**config.mk**
```make
export PLATFORM = sky130hd
export DESIGN_NAME = fpu_stack_unit
export DESIGN_NICKNAME = d
export VERILOG_FILES = /design/src/fpu_pkg.sv /design/src/fpu_stack_unit.sv /design/src/fpu_status_control.sv /design/src/fpu_stack_sequencer.sv /design/src/fpu_register_stack.sv
export SDC_FILE = /design/constraint.sdc
export NUM_CORES = 1
export LEC_CHECK = 0
export ABC_AREA = 1
export BUFFER_PORTS_ARGS = -buffer_cell sky130_fd_sc_hd__buf_4
export CORE_ASPECT_RATIO = 1.5
export CORE_UTILIZATION = 24
export DETAILED_ROUTE_END_ITERATION = 10
export SETUP_SLACK_MARGIN = 0.15
export SLEW_MARGIN = 20
export SYNTH_ARGS = -nofsm -noshare
export SYNTH_HDL_FRONTEND = slang
export SYNTH_SLANG_ARGS = --single-unit
```
**constraint.sdc**
```tcl
create_clock -name clk -period 9.5 [get_ports clk]
set_input_delay 0.475 -clock clk [delete_from_list [all_inputs] [get_ports clk]]
set_output_delay 0.475 -clock clk [all_outputs]
set_load 0.05 [all_outputs]
```
**src/fpu_pkg.sv**
```systemverilog
package fpu_pkg;

    // ==================================================
    // Extended-precision register layout
    // ==================================================

    // Sign, 15-bit exponent, 64-bit mantissa
    localparam int FP_WIDTH   = 80;
    localparam int FP_EXP_MSB = 78;
    localparam int FP_EXP_LSB = 64;

    // Two-bit tag per stack register
    typedef enum logic [1:0] {
        TAG_VALID   = 2'b00,
        TAG_ZERO    = 2'b01,
        TAG_SPECIAL = 2'b10,  // NaN, infinity or denormal
        TAG_EMPTY   = 2'b11
    } fpu_tag_e;

    // Stack opcodes, codes 6 and 7 do nothing
    typedef enum logic [2:0] {
        OP_LOAD      = 3'd0,
        OP_STORE_POP = 3'd1,
        OP_EXCHANGE  = 3'd2,
        OP_FREE      = 3'd3,
        OP_INC_PTR   = 3'd4,
        OP_DEC_PTR   = 3'd5
    } fpu_op_e;

    // ==================================================
    // Status and control word bit positions
    // ==================================================

    localparam int SW_IE      = 0;   // Invalid operation
    localparam int SW_SF      = 6;   // Stack fault
    localparam int SW_ES      = 7;   // Error summary
    localparam int SW_C1      = 9;
    localparam int SW_TOP_LSB = 11;  // TOP in bits 13..11

    localparam int          CW_IM    = 0;  // Invalid-operation mask
    localparam logic [15:0] CW_RESET = 16'h037F;

    // Tag of an 80-bit value
    function automatic fpu_tag_e classify_tag(input logic [FP_WIDTH-1:0] value);
        logic [FP_EXP_MSB-FP_EXP_LSB:0] exponent;
        logic [FP_EXP_LSB-1:0]          mantissa;
        exponent = value[FP_EXP_MSB:FP_EXP_LSB];
        mantissa = value[FP_EXP_LSB-1:0];
        if ((exponent == '0) && (mantissa == '0)) begin
            return TAG_ZERO;
        end else if (&exponent) begin
            // Infinity or NaN
            return TAG_SPECIAL;
        end else if (exponent == '0) begin
            // Denormal
            return TAG_SPECIAL;
        end
        return TAG_VALID;
    endfunction

endpackage
```
**src/fpu_stack_unit.sv**
```systemverilog
`timescale 1ns/1ps

module fpu_stack_unit
    import fpu_pkg::*;
#(
    parameter int NUM_REGS = 8
) (
    input  logic                  clk,
    input  logic                  reset,
    // Instruction strobe
    input  logic                  op_strobe,
    input  fpu_op_e               op_code,
    input  logic [2:0]            op_index,
    input  logic [FP_WIDTH-1:0]   op_data,
    // Control and status access
    input  logic                  cw_write,
    input  logic [15:0]           cw_data,
    input  logic                  sw_clear,
    // Outputs
    output logic                  busy,
    output logic                  result_valid,
    output logic [FP_WIDTH-1:0]   result_data,
    output logic [FP_WIDTH-1:0]   st0,
    output logic [2*NUM_REGS-1:0] tag_word,
    output logic [15:0]           status_word,
    output logic [15:0]           control_word,
    output logic                  fpu_irq
);

    // Sequencer to stack
    logic                push;
    logic                pop;
    logic                write_enable;
    logic [2:0]          write_reg;
    logic [FP_WIDTH-1:0] write_data;
    logic                free_enable;
    logic [2:0]          free_reg;
    logic                ptr_inc;
    logic                ptr_dec;
    logic [2:0]          read_sel;
    logic [FP_WIDTH-1:0] read_data;
    // Stack to status block
    logic                stack_overflow;
    logic                stack_underflow;
    logic [2:0]          stack_ptr;

    fpu_stack_sequencer fpu_stack_sequencer_i (
        .clk          (clk),
        .reset        (reset),
        .op_strobe    (op_strobe),
        .op_code      (op_code),
        .op_index     (op_index),
        .op_data      (op_data),
        .st0          (st0),
        .read_data    (read_data),
        .push         (push),
        .pop          (pop),
        .write_enable (write_enable),
        .write_reg    (write_reg),
        .write_data   (write_data),
        .free_enable  (free_enable),
        .free_reg     (free_reg),
        .ptr_inc      (ptr_inc),
        .ptr_dec      (ptr_dec),
        .read_sel     (read_sel),
        .busy         (busy),
        .result_valid (result_valid),
        .result_data  (result_data)
    );

    fpu_register_stack #(
        .NUM_REGS (NUM_REGS)
    ) fpu_register_stack_i (
        .clk             (clk),
        .reset           (reset),
        .push            (push),
        .pop             (pop),
        .ptr_inc         (ptr_inc),
        .ptr_dec         (ptr_dec),
        .write_enable    (write_enable),
        .write_reg       (write_reg),
        .write_data      (write_data),
        .free_enable     (free_enable),
        .free_reg        (free_reg),
        .read_sel        (read_sel),
        .st0             (st0),
        .read_data       (read_data),
        .stack_ptr       (stack_ptr),
        .tag_word        (tag_word),
        .stack_overflow  (stack_overflow),
        .stack_underflow (stack_underflow)
    );

    fpu_status_control #(
        .NUM_REGS (NUM_REGS)
    ) fpu_status_control_i (
        .clk             (clk),
        .reset           (reset),
        .stack_overflow  (stack_overflow),
        .stack_underflow (stack_underflow),
        .stack_ptr       (stack_ptr),
        .cw_write        (cw_write),
        .cw_data         (cw_data),
        .sw_clear        (sw_clear),
        .status_word     (status_word),
        .control_word    (control_word),
        .fpu_irq         (fpu_irq)
    );

endmodule

```
**src/fpu_status_control.sv**
```systemverilog
`timescale 1ns/1ps

module fpu_status_control
    import fpu_pkg::*;
#(
    parameter int NUM_REGS = 8
) (
    input  logic        clk,
    input  logic        reset,
    // Fault pulses and pointer from the stack
    input  logic        stack_overflow,
    input  logic        stack_underflow,
    input  logic [2:0]  stack_ptr,
    // Control word load
    input  logic        cw_write,
    input  logic [15:0] cw_data,
    // FCLEX-like flag clear
    input  logic        sw_clear,
    output logic [15:0] status_word,
    output logic [15:0] control_word,
    output logic        fpu_irq
);

    localparam int PTR_W = $clog2(NUM_REGS);

    logic       ie;
    logic       sf;
    logic       c1;
    logic       es;
    logic [2:0] top_q;
    logic       fault;

    assign fault = stack_overflow || stack_underflow;

    // ==================================================
    // Sticky flags and TOP mirror
    // ==================================================

    always_ff @(posedge clk or posedge reset) begin
        if (reset) begin
            ie    <= 1'b0;
            sf    <= 1'b0;
            c1    <= 1'b0;
            top_q <= 3'd0;
        end else begin
            // Only the live pointer bits
            top_q <= 3'(stack_ptr[PTR_W-1:0]);
            if (fault) begin
                // Fault beats a clear in the same cycle
                ie <= 1'b1;
                sf <= 1'b1;
                // C1 tells overflow from underflow
                c1 <= stack_overflow;
            end else if (sw_clear) begin
                ie <= 1'b0;
                sf <= 1'b0;
                c1 <= 1'b0;
            end
        end
    end

    // Control word
    always_ff @(posedge clk or posedge reset) begin
        if (reset) begin
            control_word <= CW_RESET;
        end else if (cw_write) begin
            control_word <= cw_data;
        end
    end

    // ==================================================
    // Status word assembly and interrupt
    // ==================================================

    // Unmasked invalid operation
    assign es = ie && !control_word[CW_IM];

    always_comb begin
        status_word                        = '0;
        status_word[SW_IE]                 = ie;
        status_word[SW_SF]                 = sf;
        status_word[SW_ES]                 = es;
        status_word[SW_C1]                 = c1;
        status_word[SW_TOP_LSB +: 3]       = top_q;
    end

    assign fpu_irq = status_word[SW_ES];

    // A single stack move cannot fault both ways
    assert property (@(posedge clk) disable iff (reset)
        !(stack_overflow && stack_underflow));

endmodule

```
**src/fpu_stack_sequencer.sv**
```systemverilog
`timescale 1ns/1ps

module fpu_stack_sequencer
    import fpu_pkg::*;
(
    input  logic                clk,
    input  logic                reset,
    // Instruction strobe
    input  logic                op_strobe,
    input  fpu_op_e             op_code,
    input  logic [2:0]          op_index,
    input  logic [FP_WIDTH-1:0] op_data,
    // Stack read back
    input  logic [FP_WIDTH-1:0] st0,
    input  logic [FP_WIDTH-1:0] read_data,
    // Stack controls
    output logic                push,
    output logic                pop,
    output logic                write_enable,
    output logic [2:0]          write_reg,
    output logic [FP_WIDTH-1:0] write_data,
    output logic                free_enable,
    output logic [2:0]          free_reg,
    output logic                ptr_inc,
    output logic                ptr_dec,
    output logic [2:0]          read_sel,
    // Results
    output logic                busy,
    output logic                result_valid,
    output logic [FP_WIDTH-1:0] result_data
);

    // Second half of an exchange pending
    logic                xchg_phase;
    // Old ST(i) held for the write into ST(0)
    logic [FP_WIDTH-1:0] xchg_data;
    logic                start;

    assign start = op_strobe && !xchg_phase;
    assign busy  = xchg_phase;

    // ==================================================
    // Decode into stack controls
    // ==================================================

    always_comb begin
        push         = 1'b0;
        pop          = 1'b0;
        write_enable = 1'b0;
        write_reg    = 3'd0;
        write_data   = st0;
        free_enable  = 1'b0;
        free_reg     = op_index;
        ptr_inc      = 1'b0;
        ptr_dec      = 1'b0;
        read_sel     = op_index;
        if (xchg_phase) begin
            // Latched ST(i) into ST(0)
            write_enable = 1'b1;
            write_data   = xchg_data;
        end else if (op_strobe) begin
            case (op_code)
                OP_LOAD: begin
                    push         = 1'b1;
                    write_enable = 1'b1;
                    write_data   = op_data;
                end
                OP_STORE_POP: pop = 1'b1;
                OP_EXCHANGE: begin
                    // Old ST(0) into ST(i)
                    write_enable = 1'b1;
                    write_reg    = op_index;
                end
                OP_FREE:    free_enable = 1'b1;
                OP_INC_PTR: ptr_inc     = 1'b1;
                OP_DEC_PTR: ptr_dec     = 1'b1;
                default: ;
            endcase
        end
    end

    // ==================================================
    // Exchange phase and result pulse
    // ==================================================

    always_ff @(posedge clk or posedge reset) begin
        if (reset) begin
            xchg_phase   <= 1'b0;
            result_valid <= 1'b0;
        end else begin
            xchg_phase   <= start && (op_code == OP_EXCHANGE);
            result_valid <= start && (op_code == OP_STORE_POP);
        end
    end

    always_ff @(posedge clk) begin
        if (start && (op_code == OP_STORE_POP)) begin
            result_data <= st0;
        end
        if (start && (op_code == OP_EXCHANGE)) begin
            xchg_data <= read_data;
        end
    end

    // No new instruction during the exchange
    assert property (@(posedge clk) disable iff (reset)
        !(op_strobe && busy));

    // One result pulse for each pop sent to the stack
    assert property (@(posedge clk) disable iff (reset)
        result_valid == $past(pop));

endmodule

```
**src/fpu_register_stack.sv**
```systemverilog
`timescale 1ns/1ps

module fpu_register_stack
    import fpu_pkg::*;
#(
    parameter int NUM_REGS = 8
) (
    input  logic                    clk,
    input  logic                    reset,
    // Stack moves, at most one per cycle
    input  logic                    push,
    input  logic                    pop,
    input  logic                    ptr_inc,
    input  logic                    ptr_dec,
    // Write of a logical register
    input  logic                    write_enable,
    input  logic [2:0]              write_reg,
    input  logic [FP_WIDTH-1:0]     write_data,
    // Tag release
    input  logic                    free_enable,
    input  logic [2:0]              free_reg,
    // Reads
    input  logic [2:0]              read_sel,
    output logic [FP_WIDTH-1:0]     st0,
    output logic [FP_WIDTH-1:0]     read_data,
    output logic [2:0]              stack_ptr,
    output logic [2*NUM_REGS-1:0]   tag_word,
    // Fault pulses
    output logic                    stack_overflow,
    output logic                    stack_underflow
);

    localparam int PTR_W = $clog2(NUM_REGS);

    // Physical index must fit the 3-bit logical ports
    if ((NUM_REGS < 2) || (NUM_REGS > 8) || ((NUM_REGS & (NUM_REGS - 1)) != 0))
    begin : g_num_regs_check
        $error("NUM_REGS must be a power of two from 2 to 8");
    end

    // ==================================================
    // Storage
    // ==================================================

    logic [FP_WIDTH-1:0] regs [NUM_REGS];
    fpu_tag_e            tags [NUM_REGS];
    logic [PTR_W-1:0]    top;
    logic [PTR_W-1:0]    next_top;
    logic [PTR_W-1:0]    wr_phys;

    // Logical to physical, wraps modulo NUM_REGS
    function automatic logic [PTR_W-1:0] phys(input logic [PTR_W-1:0] base,
                                              input logic [2:0]       lreg);
        return base + lreg[PTR_W-1:0];
    endfunction

    // Pointer after this cycle's move
    always_comb begin
        next_top = top;
        if (push || ptr_dec) begin
            next_top = top - 1'b1;
        end else if (pop || ptr_inc) begin
            next_top = top + 1'b1;
        end
    end

    // Push writes land on the new top
    assign wr_phys = push ? phys(next_top, write_reg) : phys(top, write_reg);

    // ==================================================
    // Pointer, tags and fault flags
    // ==================================================

    always_ff @(posedge clk or posedge reset) begin
        if (reset) begin
            top             <= '0;
            stack_overflow  <= 1'b0;
            stack_underflow <= 1'b0;
            for (int i = 0; i < NUM_REGS; i++) begin
                tags[i] <= TAG_EMPTY;
            end
        end else begin
            // Slot about to become ST(0) still occupied
            stack_overflow  <= push && (tags[next_top] != TAG_EMPTY);
            // Nothing on top to pop
            stack_underflow <= pop && (tags[top] == TAG_EMPTY);
            top <= next_top;
            if (pop) begin
                tags[top] <= TAG_EMPTY;
            end
            if (free_enable) begin
                tags[phys(top, free_reg)] <= TAG_EMPTY;
            end
            // Last so a write wins over a release of the same slot
            if (write_enable) begin
                tags[wr_phys] <= classify_tag(write_data);
            end
        end
    end

    // Register contents
    always_ff @(posedge clk) begin
        if (write_enable) begin
            regs[wr_phys] <= write_data;
        end
    end

    // ==================================================
    // Combinational views
    // ==================================================

    assign st0       = regs[top];
    assign read_data = regs[phys(top, read_sel)];
    assign stack_ptr = 3'(top);

    // ST(0) in the low two bits
    always_comb begin
        for (int i = 0; i < NUM_REGS; i++) begin
            tag_word[2*i +: 2] = tags[phys(top, 3'(i))];
        end
    end

    // Sequencer issues a single pointer move per cycle
    assert property (@(posedge clk) disable iff (reset)
        $onehot0({push, pop, ptr_inc, ptr_dec}));

    // Overflow exactly when a push meets an occupied last logical slot
    assert property (@(posedge clk) disable iff (reset)
        stack_overflow == $past(push && (tag_word[2*NUM_REGS-2 +: 2] != TAG_EMPTY)));
    // Underflow exactly when a pop meets an empty ST(0)
    assert property (@(posedge clk) disable iff (reset)
        stack_underflow == $past(pop && (tag_word[1:0] == TAG_EMPTY)));

endmodule

```
## Word-level counts from Yosys, hierarchy flattened

Memory sizes are Yosys's and may differ from the RTL's. A register that Yosys moved wholly into a read port is not among the register bits.
Index checks and enable logic that the tools add are counted.

| storage, ports and cells | value |
|---|---|
| output and inout bits | 211 |
| word-level logic and storage cells | 163 |
| flip-flop bits (word level) | 124 |
| input bits | 107 |
| memories | 1 |
| RAM bits | 640 |

Memory list:

| memory | words | bits a word | read ports | clocked after Yosys merged registers in | wr ports | line | text |
|---|---|---|---|---|---|---|---|
| fpu_register_stack_i.regs | 8 | 80 | 2 | 1 | 1 | fpu_register_stack.sv:45 | `logic [FP_WIDTH-1:0] regs [NUM_REGS];` |

| operators by class | value |
|---|---|
| reduce and logical (&&, ||, !) cells | 21 |
| bitwise logic cells | 13 |
| order comparisons | 14 |
| muxes and demuxes | 78 |
| equal/unequal tests | 7 |
| $add $sub $neg | 11 |

Operators with widths:

| operator | count |
|---|---|
| $mux W80 | 3 |
| $logic_not A64 Y1 | 1 |
| $bmux W2 S3 | 9 |
| $mux W2 | 26 |
| $mux W16 | 3 |
| $ge A4 B4 Y1 const B | 11 |
| $not A3 Y4 | 11 |
| $or A16 B16 Y16 | 2 |
| $mux W1 | 27 |
| $demux W2 S3 | 3 |
| $mux W3 | 6 |
| $bwmux W16 | 1 |
| $logic_not A15 Y1 | 1 |
| $reduce_and A15 Y1 | 1 |
| $add A3 B3 Y3 const B | 4 |
| $lt A4 B1 Y1 const B | 3 |
| $logic_and A1 B1 Y1 | 10 |
| $add A3 B3 Y3 | 3 |
| $add A3 B2 Y3 const B | 2 |
| $eq A3 B2 Y1 const B | 2 |
| $eq A3 B3 Y1 const B | 2 |
| $add A3 B1 Y3 const B | 1 |
| $eq A3 B1 Y1 const B | 1 |
| $logic_not A3 Y1 | 1 |
| other kinds (7) | 10 |

## Longest topological paths before layout

Gate-level depths: netlist (run 1).

| depth | value |
|---|---|
| depth after elaboration | 16 |
| gate-level depth with buffers | 20 |
| gate-level depth less buffers | 17 |

## Hierarchy

From an unflattened synthesis (run 1), not the netlist that was laid out.

| second synthesis, totals | value |
|---|---|
| cells, all modules | 4129 |
| area total of the unflattened synthesis | 41207.0 um^2 |

Modules (own cells, without submodules):

| module | times used | area an instance (um^2) | seq. area each (um^2) | cells an instance |
|---|---|---|---|---|
| fpu_register_stack | 1 | 32635.0 | 19764.0 | 3229 |
| fpu_stack_sequencer | 1 | 7644.8 | 4854.7 | 804 |
| fpu_status_control | 1 | 927.1 | 536.8 | 96 |

## Worst setup path before layout (run 1)

OpenSTA, ideal clock, no wires.

| timing path | value |
|---|---|
| path type | register to register |
| start point | register fpu_stack_sequencer_i.xchg_phase (netlist: fpu_stack_sequencer_i.busy) |
| end point | memory fpu_register_stack_i.regs[0][0], enable pin |
| library setup time | 0.457 ns |
| data arrival time | 7.437 ns |
| path buffers | 1 |
| setup slack | 1.606 ns |
| cell stages (with the launch flop) | 13 |
| required time | 9.043 ns |
| clock period less this slack | 7.894 ns |
| path through | dfrtp_1 buf_4 inv_2 nand2_2 nor3_2 inv_1 nor2_1 ha_1 fa_1 xnor2_1 xnor2_2 nand2_1 nor2_2 |

| between the ends | value |
|---|---|
| longest elaborated chain between the ends | 6 |
| elaborated cells between the ends (all ways) | 15 |
| those cells by class | add/sub: 2; mux: 11; reduce/logical: 2 |

Ends and longest elaborated chain:

| item | line | text |
|---|---|---|
| from (decl) | fpu_stack_sequencer.sv:34 | `logic xchg_phase;` |
| from (signal assigned) | fpu_stack_sequencer.sv:91 | `xchg_phase <= start && (op_code == OP_EXCHANGE);` |
| $mux W1 | fpu_stack_sequencer.sv:57 | `if (xchg_phase) begin` |
| $logic_or A1 B1 Y1 | fpu_register_stack.sv:62 | `end else if (pop \|\| ptr_inc) begin` |
| $mux W3 | fpu_register_stack.sv:62 |  |
| $mux W3 | fpu_register_stack.sv:60 | `if (push \|\| ptr_dec) begin` |
| $add A3 B3 Y3 | fpu_register_stack.sv:54 | `return base + lreg[PTR_W-1:0];` |
| $mux W3 | fpu_register_stack.sv:68 | `assign wr_phys = push ? phys(next_top, write_reg) : phys(top, write_reg);` |
| to (decl) | fpu_register_stack.sv:45 |  |

Parallel ways exist; a longest one is shown, timed or not.

## Final worst setup path (run 1)

| timing path | value |
|---|---|
| start point | register fpu_register_stack_i.top[0] (netlist: fpu_register_stack_i.stack_ptr[0]) |
| end point | memory fpu_register_stack_i.regs[0][10], enable pin |

| between the ends | value |
|---|---|
| longest elaborated chain between the ends | 5 |
| elaborated cells between the ends (all ways) | 7 |
| those cells by class | add/sub: 4; mux: 3 |

Ends and longest elaborated chain:

| item | line | text |
|---|---|---|
| from (decl) | fpu_register_stack.sv:47 | `logic [PTR_W-1:0] top;` |
| from (signal assigned) | fpu_register_stack.sv:87 | `top <= next_top;` |
| $add A3 B1 Y3 | fpu_register_stack.sv:63 | `next_top = top + 1'b1;` |
| $mux W3 | fpu_register_stack.sv:62 |  |
| $mux W3 | fpu_register_stack.sv:60 |  |
| $add A3 B3 Y3 | fpu_register_stack.sv:54 |  |
| $mux W3 * | fpu_register_stack.sv:68 |  |

Every way passes the cells marked *; elsewhere a longest branch is shown, timed or not.

==> metrics.yaml, run 1 <==
ctsLongestPathBuffers: 3
drc: 0
die_h_um: 510
postSynthAreaPerCell_um2: 9.35
cts_tree: "yes"
netlist_instances: 4422
rsz0062_at_grt: "no"
period_needed_ps: 5580
hold_viol_final: 0
place.port_buffers: 308
pin_count: 318
synth_edf_count: 800
synthFlopType: "edfxtp_1"
async_flop_share: 0.0521
synthesis.area_um2: 41300
seq_area_frac_synth: 0.609
wirelength_um: 133000
cp_max_fo: 78
area_growth_pct: 18.3
hold_class: "input port to flop"
grt-ovfl-total: 0
cts_post_setup_buffers_inserted: 0
route.antenna.remaining_nets: 0
dieArea_um2: 174000
fin_setup_tns_ps: 0
max_freq_mhz: 179
powerDensity_nw_per_um2: 331
dr.pass1.iters: 7
numCtsBuffers: 90
status: "complete, no violations"
vdd_ir_drop_max_uv: 198
track_usage: 0.149
root_buffer: "clkbuf_16"
antenna_found_initial: 7
path_clk_slew_ps: 60
grt_pass1_wl_um: 194000
maxSlewViolCount: 0
worst_setup_path_start_kind: "flop"
end_kind: "flop"
clk-insertion-delay-late_ps: 720
synth.area.top_cells: "edfxtp_1 58%, nand2_1 13%, o21ai_0 6.2%"
start_util: 0.242
synth_top_area_cell: "edfxtp_1"
die_x_um: 341
maxCapViolations: 0
yosysUniqueCellTypes: 46
arrival_ps: 5920
via_per_inst: 4.65
ctsHoldBuffers: 18
post-dp-hpwl_um: 78900
cts_sinks: 844
rows: 186
fin_crit_sh: 0.588
synth_seq_cells: 844
grt_pass1_vias: 30700
finalSetupViolCount: 0
via_count: 32400
layout.nets: 4736
hold_depth: 2
ctsResizeCount: 0
htree_num_levels: 3
cp_data_required_time_ps: 9840
synth_top_cell_area_share: 0.581
grt_max_degree: 215
gp_congestion: 0.817
r2r_cells: 10
worst_pin_slew_ps: 1120
first_iter_violations: 3159
relSlewSlack: 0.250
core_um2: 171000
crit_type: "flop to flop"
wire_per_inst_um: 19.1
final_util: 0.286
p_leak_nw: 19.1
ys_warn_count: 0
drive_gt1_frac: 0.126
fin_skew_ps: 31.0
==> critical path: stages (launching register included) <==
cell and delay (ps):
dfrtp_4 890, inv_6 440, ha_1 620, o21ai_0 180, fa_1 390, xnor2_1 280, xnor2_2 210, nand2_1 150
nor2_4 730, buf_4 470, buf_4 740
==> stage by stage <==
step	total power, mW	instances	area [um^2]	setup WS, ps	hold WS, ps
global placement	12.6	6764	45700	4030	459
detailed placement	12.7	6764	45700	3910	456
CTS	16.3	6950	48900	3860	140
finish	16.2	6954	48900	3920	192
floorplan	10.0	4430	41400	1610	396
global route	17.0	6952	48900	3550	175
==> power by group <==
group          internal [mW]  switching, mW
combinational           1.74           5.48
sequential              5.18          0.178
clock                   1.99           1.62
==> cells by family (layout without fill, tap and decap cells) <==
kind of cell | after synthesis | count (layout) | synth area share
AOI/OAI and AO/OA | 743 | 743 | 0.0996
xor gates and xnor gates | 6 | 6 | 0.00145
buffers and inverters | 777 | 1042 | 0.0768
muxes | 38 | 38 | 0.00969
adders and majority gates | 10 | 10 | 0.00339
other | 1 | 12 | 0.0000907
DFF | 844 | 844 | 0.609
and+or+nand+nor | 2003 | 2003 | 0.200
==> cells in the mapped netlist (9+ instances only) <==
cell	count
nand3_1	387
nand2_1	1412
a21oi_1	55
o21ai_0	508
inv_1	478
o211ai_1	82
o21ai_1	19
nor2_1	104
inv_2	18
buf_4	20
nand4_1	9
dfrtp_1	19
and2_1	80
edfxtp_1	800
clkbuf_1	147
dfstp_2	25
mux2i_1	22
mux2_2	16
buf_2	67
buf_1	28
buf_6	13
a22oi_1	61
==> registers in the layout (all words and copies together) (netlist names) <==
register	count
fpu_stack_sequencer_i.xchg_data	80
fpu_stack_sequencer_i.busy	1
fpu_stack_sequencer_i.result_valid	1
fpu_status_control_i.control_word	16
fpu_status_control_i.c1	1
fpu_register_stack_i.stack_ptr	3
fpu_stack_sequencer_i.result_data	80
fpu_status_control_i.sf	1
fpu_register_stack_i.stack_overflow	1
fpu_register_stack_i.regs	640
fpu_register_stack_i.tags	16
fpu_register_stack_i.stack_underflow	1
fpu_status_control_i.top_q	3
==> final timing paths <==
kind                                                         to  slack, ps                            startpoint
hold / removal             fpu_status_control_i.control_word[9]        190                              cw_write
max in group asynchronous     fpu_register_stack_i.stack_ptr[0]       8590                                 reset
setup reg to reg               fpu_register_stack_i.regs[0][10]       3920     fpu_register_stack_i.stack_ptr[0]
setup / recovery               fpu_register_stack_i.regs[0][10]       3920     fpu_register_stack_i.stack_ptr[0]
min in group asynchronous    fpu_stack_sequencer_i.result_valid        460                                 reset
hold reg to reg                         fpu_status_control_i.sf        470  fpu_register_stack_i.stack_underflow
==> layout by cell type (no fill, tap or decap), drive strengths merged <==
cell,synthesis,routed
nor3,3,3
dfstp,25,25
o311ai,1,1
edfxtp,800,800
mux2,16,16
a31oi,2,2
o31ai,2,2
dlygate4sd3,0,18
clkinv,5,40
and2,80,80
o22ai,7,7
o21ai,528,528
a21oi,55,55
nand2,1415,1415
bufinv,0,3
a22oi,61,61
mux2i,22,22
o21a,2,2
clkinvlp,0,5
buf,128,354
a31o,1,1
xor2,1,1
nand4,9,9
o211ai,82,82
fa,2,2
conb,1,9
a32o,1,1
nor2,108,108
diode,0,3
dfrtp,19,19
o221ai,1,1
xnor2,5,5
clkbuf,147,114
ha,8,8
nand3,388,388
inv,497,508
==> area by class of cell <==
cell class	instances	area [um^2]
repair buffers	372	2860
flip-flops and latches	844	25200
diodes	3	7.51
inverters	502	1920
clock buffers	114	2510
well taps	2256	2820
multi-input cells	2809	13100
clock inverters	54	503
fillers	17700	122000
==> routing by layer <==
layer	wire length (um)	track usage	up-vias
met5	0	0	-
met4	3770	0.0531	0
met3	11100	0.0249	222
met2	62500	0.246	1444
met1	55400	0.195	15500
li1	-	-	15200
Note: power is estimated with default switching activity, not from simulation.
==> run 2: changes to the inputs <==
--- a/config.mk
+++ b/config.mk
@@ -5,7 +5,7 @@
 export SDC_FILE = /design/constraint.sdc
 export NUM_CORES = 1
 export LEC_CHECK = 0
-export ABC_AREA = 1
+export ABC_AREA = 0
 export BUFFER_PORTS_ARGS = -buffer_cell sky130_fd_sc_hd__buf_4
 export CORE_ASPECT_RATIO = 1.5
 export CORE_UTILIZATION = 24
==> constraint.sdc (replaced) <==
create_clock -name clk -period 5.5 [get_ports clk]
set_input_delay 0.275 -clock clk [delete_from_list [all_inputs] [get_ports clk]]
set_output_delay 0.275 -clock clk [all_outputs]
set_load 0.05 [all_outputs]
==> run 2 against run 1 <==
Compared with the run above:
- maximum frequency grew 23%
- synthesized area decreased by 4.9%
- highest routed layer is now met5
- critical path type unchanged
- power grew 94%
- combinational power is 110% higher
- count of clock-buffer cells in the layout shrank 11
==> metrics.yaml, run 2 <==
most-common-layout-cells: "800 x edfxtp_1, 380 x buf_4, 303 x mux4_2"
largest_reg_flops: 640
fill_cells: 16000
synth_seq_cells: 844
status: "complete, no violations"
period_needed_ps: 4530
worst_pin_slew_ps: 1140
ys_warn_count: 0
root_buffer: "clkbuf_16"
fin_setup_tns_ps: 0
drc: 0
vdd_ir_drop_max_uv: 384
die_x_um: 332
maxSlewViolCount: 0
fin_skew_ps: 28.4
dr.pass1.iters: 6
htree_num_levels: 3
layout.nets: 2813
synth.area.top_cells: "edfxtp_1 61%, mux4_2 17%, mux2_2 3.6%"
via_count: 24200
synth_top_cell_area_share: 0.611
core_um2: 162000
worst_setup_path_start_kind: "flop"
async_flop_share: 0.0521
use_met1: 0.204
netlist_instances: 2323
largest-register: "fpu_register_stack_i.regs"
worstPathCellList: "nor2_1, xnor2_1, ha_1, fa_1, xor2_2, xor2_1, and3_4, buf_4"
hold_viol_final: 0
max_freq_mhz: 221
synthFlopType: "edfxtp_1"
clk-insertion-delay-late_ps: 720
pin_count: 318
area_growth_pct: 22.1
dp_cells: 4672
rsz0062_at_grt: "no"
fin_crit_sh: 0.823
powerDensity_nw_per_um2: 654
maxCapViolations: 0
final_common_cell: "edfxtp_1"
cts_tree: "yes"
grt_use_met3: 0.0293
final_cells: 4880
cp_slowest_cell: "nor2_1"
first_iter_violations: 2491
grt_max_degree: 101
route.antenna.remaining_nets: 0
post-dp-hpwl_um: 87000
end_kind: "flop"
cp_max_fo: 27
synth_edf_count: 800
p_leak_nw: 16.4
cts_sinks: 844
cp_data_required_time_ps: 5880
biggestRegsByFlops: "fpu_register_stack_i.regs (640), fpu_stack_sequencer_i.result_data (80), fpu_stack_sequencer_i.xchg_data (80)"
grt-busiest-layer: "met2"
relSlewSlack: 0.233
hold_class: "input port to flop"
yosysMostFrequentCell: "edfxtp_1"
via_per_inst: 4.95
postSynthAreaPerCell_um2: 16.9
arrival_ps: 4910
dieArea_um2: 165000
grt_util_met2: 0.255
wire_per_inst_um: 26.4
grt_pass1_wl_um: 184000
die_h_um: 498
track_usage: 0.154
start_util: 0.242
synthTopCellsByCount: "800 x edfxtp_1, 303 x mux4_2, 260 x nand2_1, 130 x mux2i_1, 125 x mux2_2"
ctsLongestPathBuffers: 3
gp_congestion: 0.828
rows: 181
antenna_found_initial: 7
drive_gt1_frac: 0.373
wirelength_um: 129000
seq_area_frac_synth: 0.640
max_stage_delay_ps: 890
yosysUniqueCellTypes: 57
crit_type: "flop to flop"
synth_top_area_cell: "edfxtp_1"
place.port_buffers: 308
numCtsBuffers: 92
ctsHoldBuffers: 34
synthesis.area_um2: 39300
total_power_mw: 31.4
path_clk_slew_ps: 70
grt-ovfl-total: 0
grt_pass1_vias: 24700
cts_post_setup_buffers_inserted: 0
ctsResizeCount: 0
finalSetupViolCount: 0
[run 2: cell count changes after synthesis, sizes merged, moves of 59 or more]
cell    before  now
mux2i       22  130
a22oi       61    0
nand3      388   34
and2        80    5
clkbuf     147   88
inv        497   32
o211ai      82    1
o21ai      528  123
mux2        16  125
mux4         0  303
nand2     1415  260
[run 2: cell families after synthesis]
kind of cell    Yosys count  synth area share
mux                     558             0.243
simple gates            493            0.0560
fa+ha+maj                10           0.00357
buf+inv                 194            0.0229
flops                   844             0.640
xor+xnor                 15           0.00334
other cells               1         0.0000954
compound gates          208            0.0315
[run 2: per-stage QoR]
| step | area, um^2 | hold slack (ps) | utilization | setup slack [ps] |
|---|---|---|---|---|
| final | 48000 | 119 | 0.295 | 971 |
| after global routing | 48000 | 115 | 0.295 | 750 |
| after CTS | 48000 | 73.9 | 0.295 | 978 |
| after detailed placement | 44500 | 460 | 0.274 | 512 |
| after global placement | 44500 | 459 | 0.274 | 601 |
| after floorplan | 39400 | 371 | - | 147 |
[run 2: where the power goes]
| group | internal (mW) | switching, mW | leakage (nW) |
|---|---|---|---|
| Combinational | 5.65 | 9.81 | 7.22 |
| Sequential | 9.10 | 0.436 | 7.72 |
| Clock | 3.59 | 2.79 | 1.48 |
| Total | 18.4 | 13.0 | 16.4 |
[run 2: worst paths after layout]
check / startpoint / end / slack (ps) / depth (start not counted)
min in group asynchronous: reset / fpu_stack_sequencer_i.result_valid / 300 / 4
max in group asynchronous: reset / fpu_stack_sequencer_i.busy / 4660 / 4
min: op_code[1] / fpu_stack_sequencer_i.xchg_data[77] / 120 / 2
max reg2reg: fpu_stack_sequencer_i.busy / fpu_register_stack_i.regs[6][52] / 970 / 8
max: fpu_stack_sequencer_i.busy / fpu_register_stack_i.regs[6][52] / 970 / 8
min reg2reg: fpu_register_stack_i.stack_underflow / fpu_status_control_i.sf / 480 / 2
[run 2: worst max-delay path: cells and delay by family (launching register included)]
kind | cells | cell delay, ps
adder cells (fa/ha/maj) | 2 | 720
buffers and inverters | 1 | 410
XOR/XNOR | 3 | 910
AND/OR/NAND/NOR | 2 | 1550
flip-flops | 1 | 580
[run 2: metal layers]
metal | vias up | routed length, um
met4 | 4 | 2960
met5 | - | 27
li1 | 10200 | -
met2 | 1100 | 62100
met1 | 12700 | 54800
met3 | 172 | 9100
[run 2: cell type report]
type,instances,area (um^2),share of cell area
Sequential cell,844,25200,0.525
Multi-Input combinational cell,1293,13400,0.279
Clock inverter,67,741,0.0154
Timing Repair Buffer,432,3550,0.0741
Antenna cell,4,10.0,0.000209
Tap cell,2104,2630,0.0549
Clock buffer,103,2340,0.0488
Inverter,33,129,0.00269
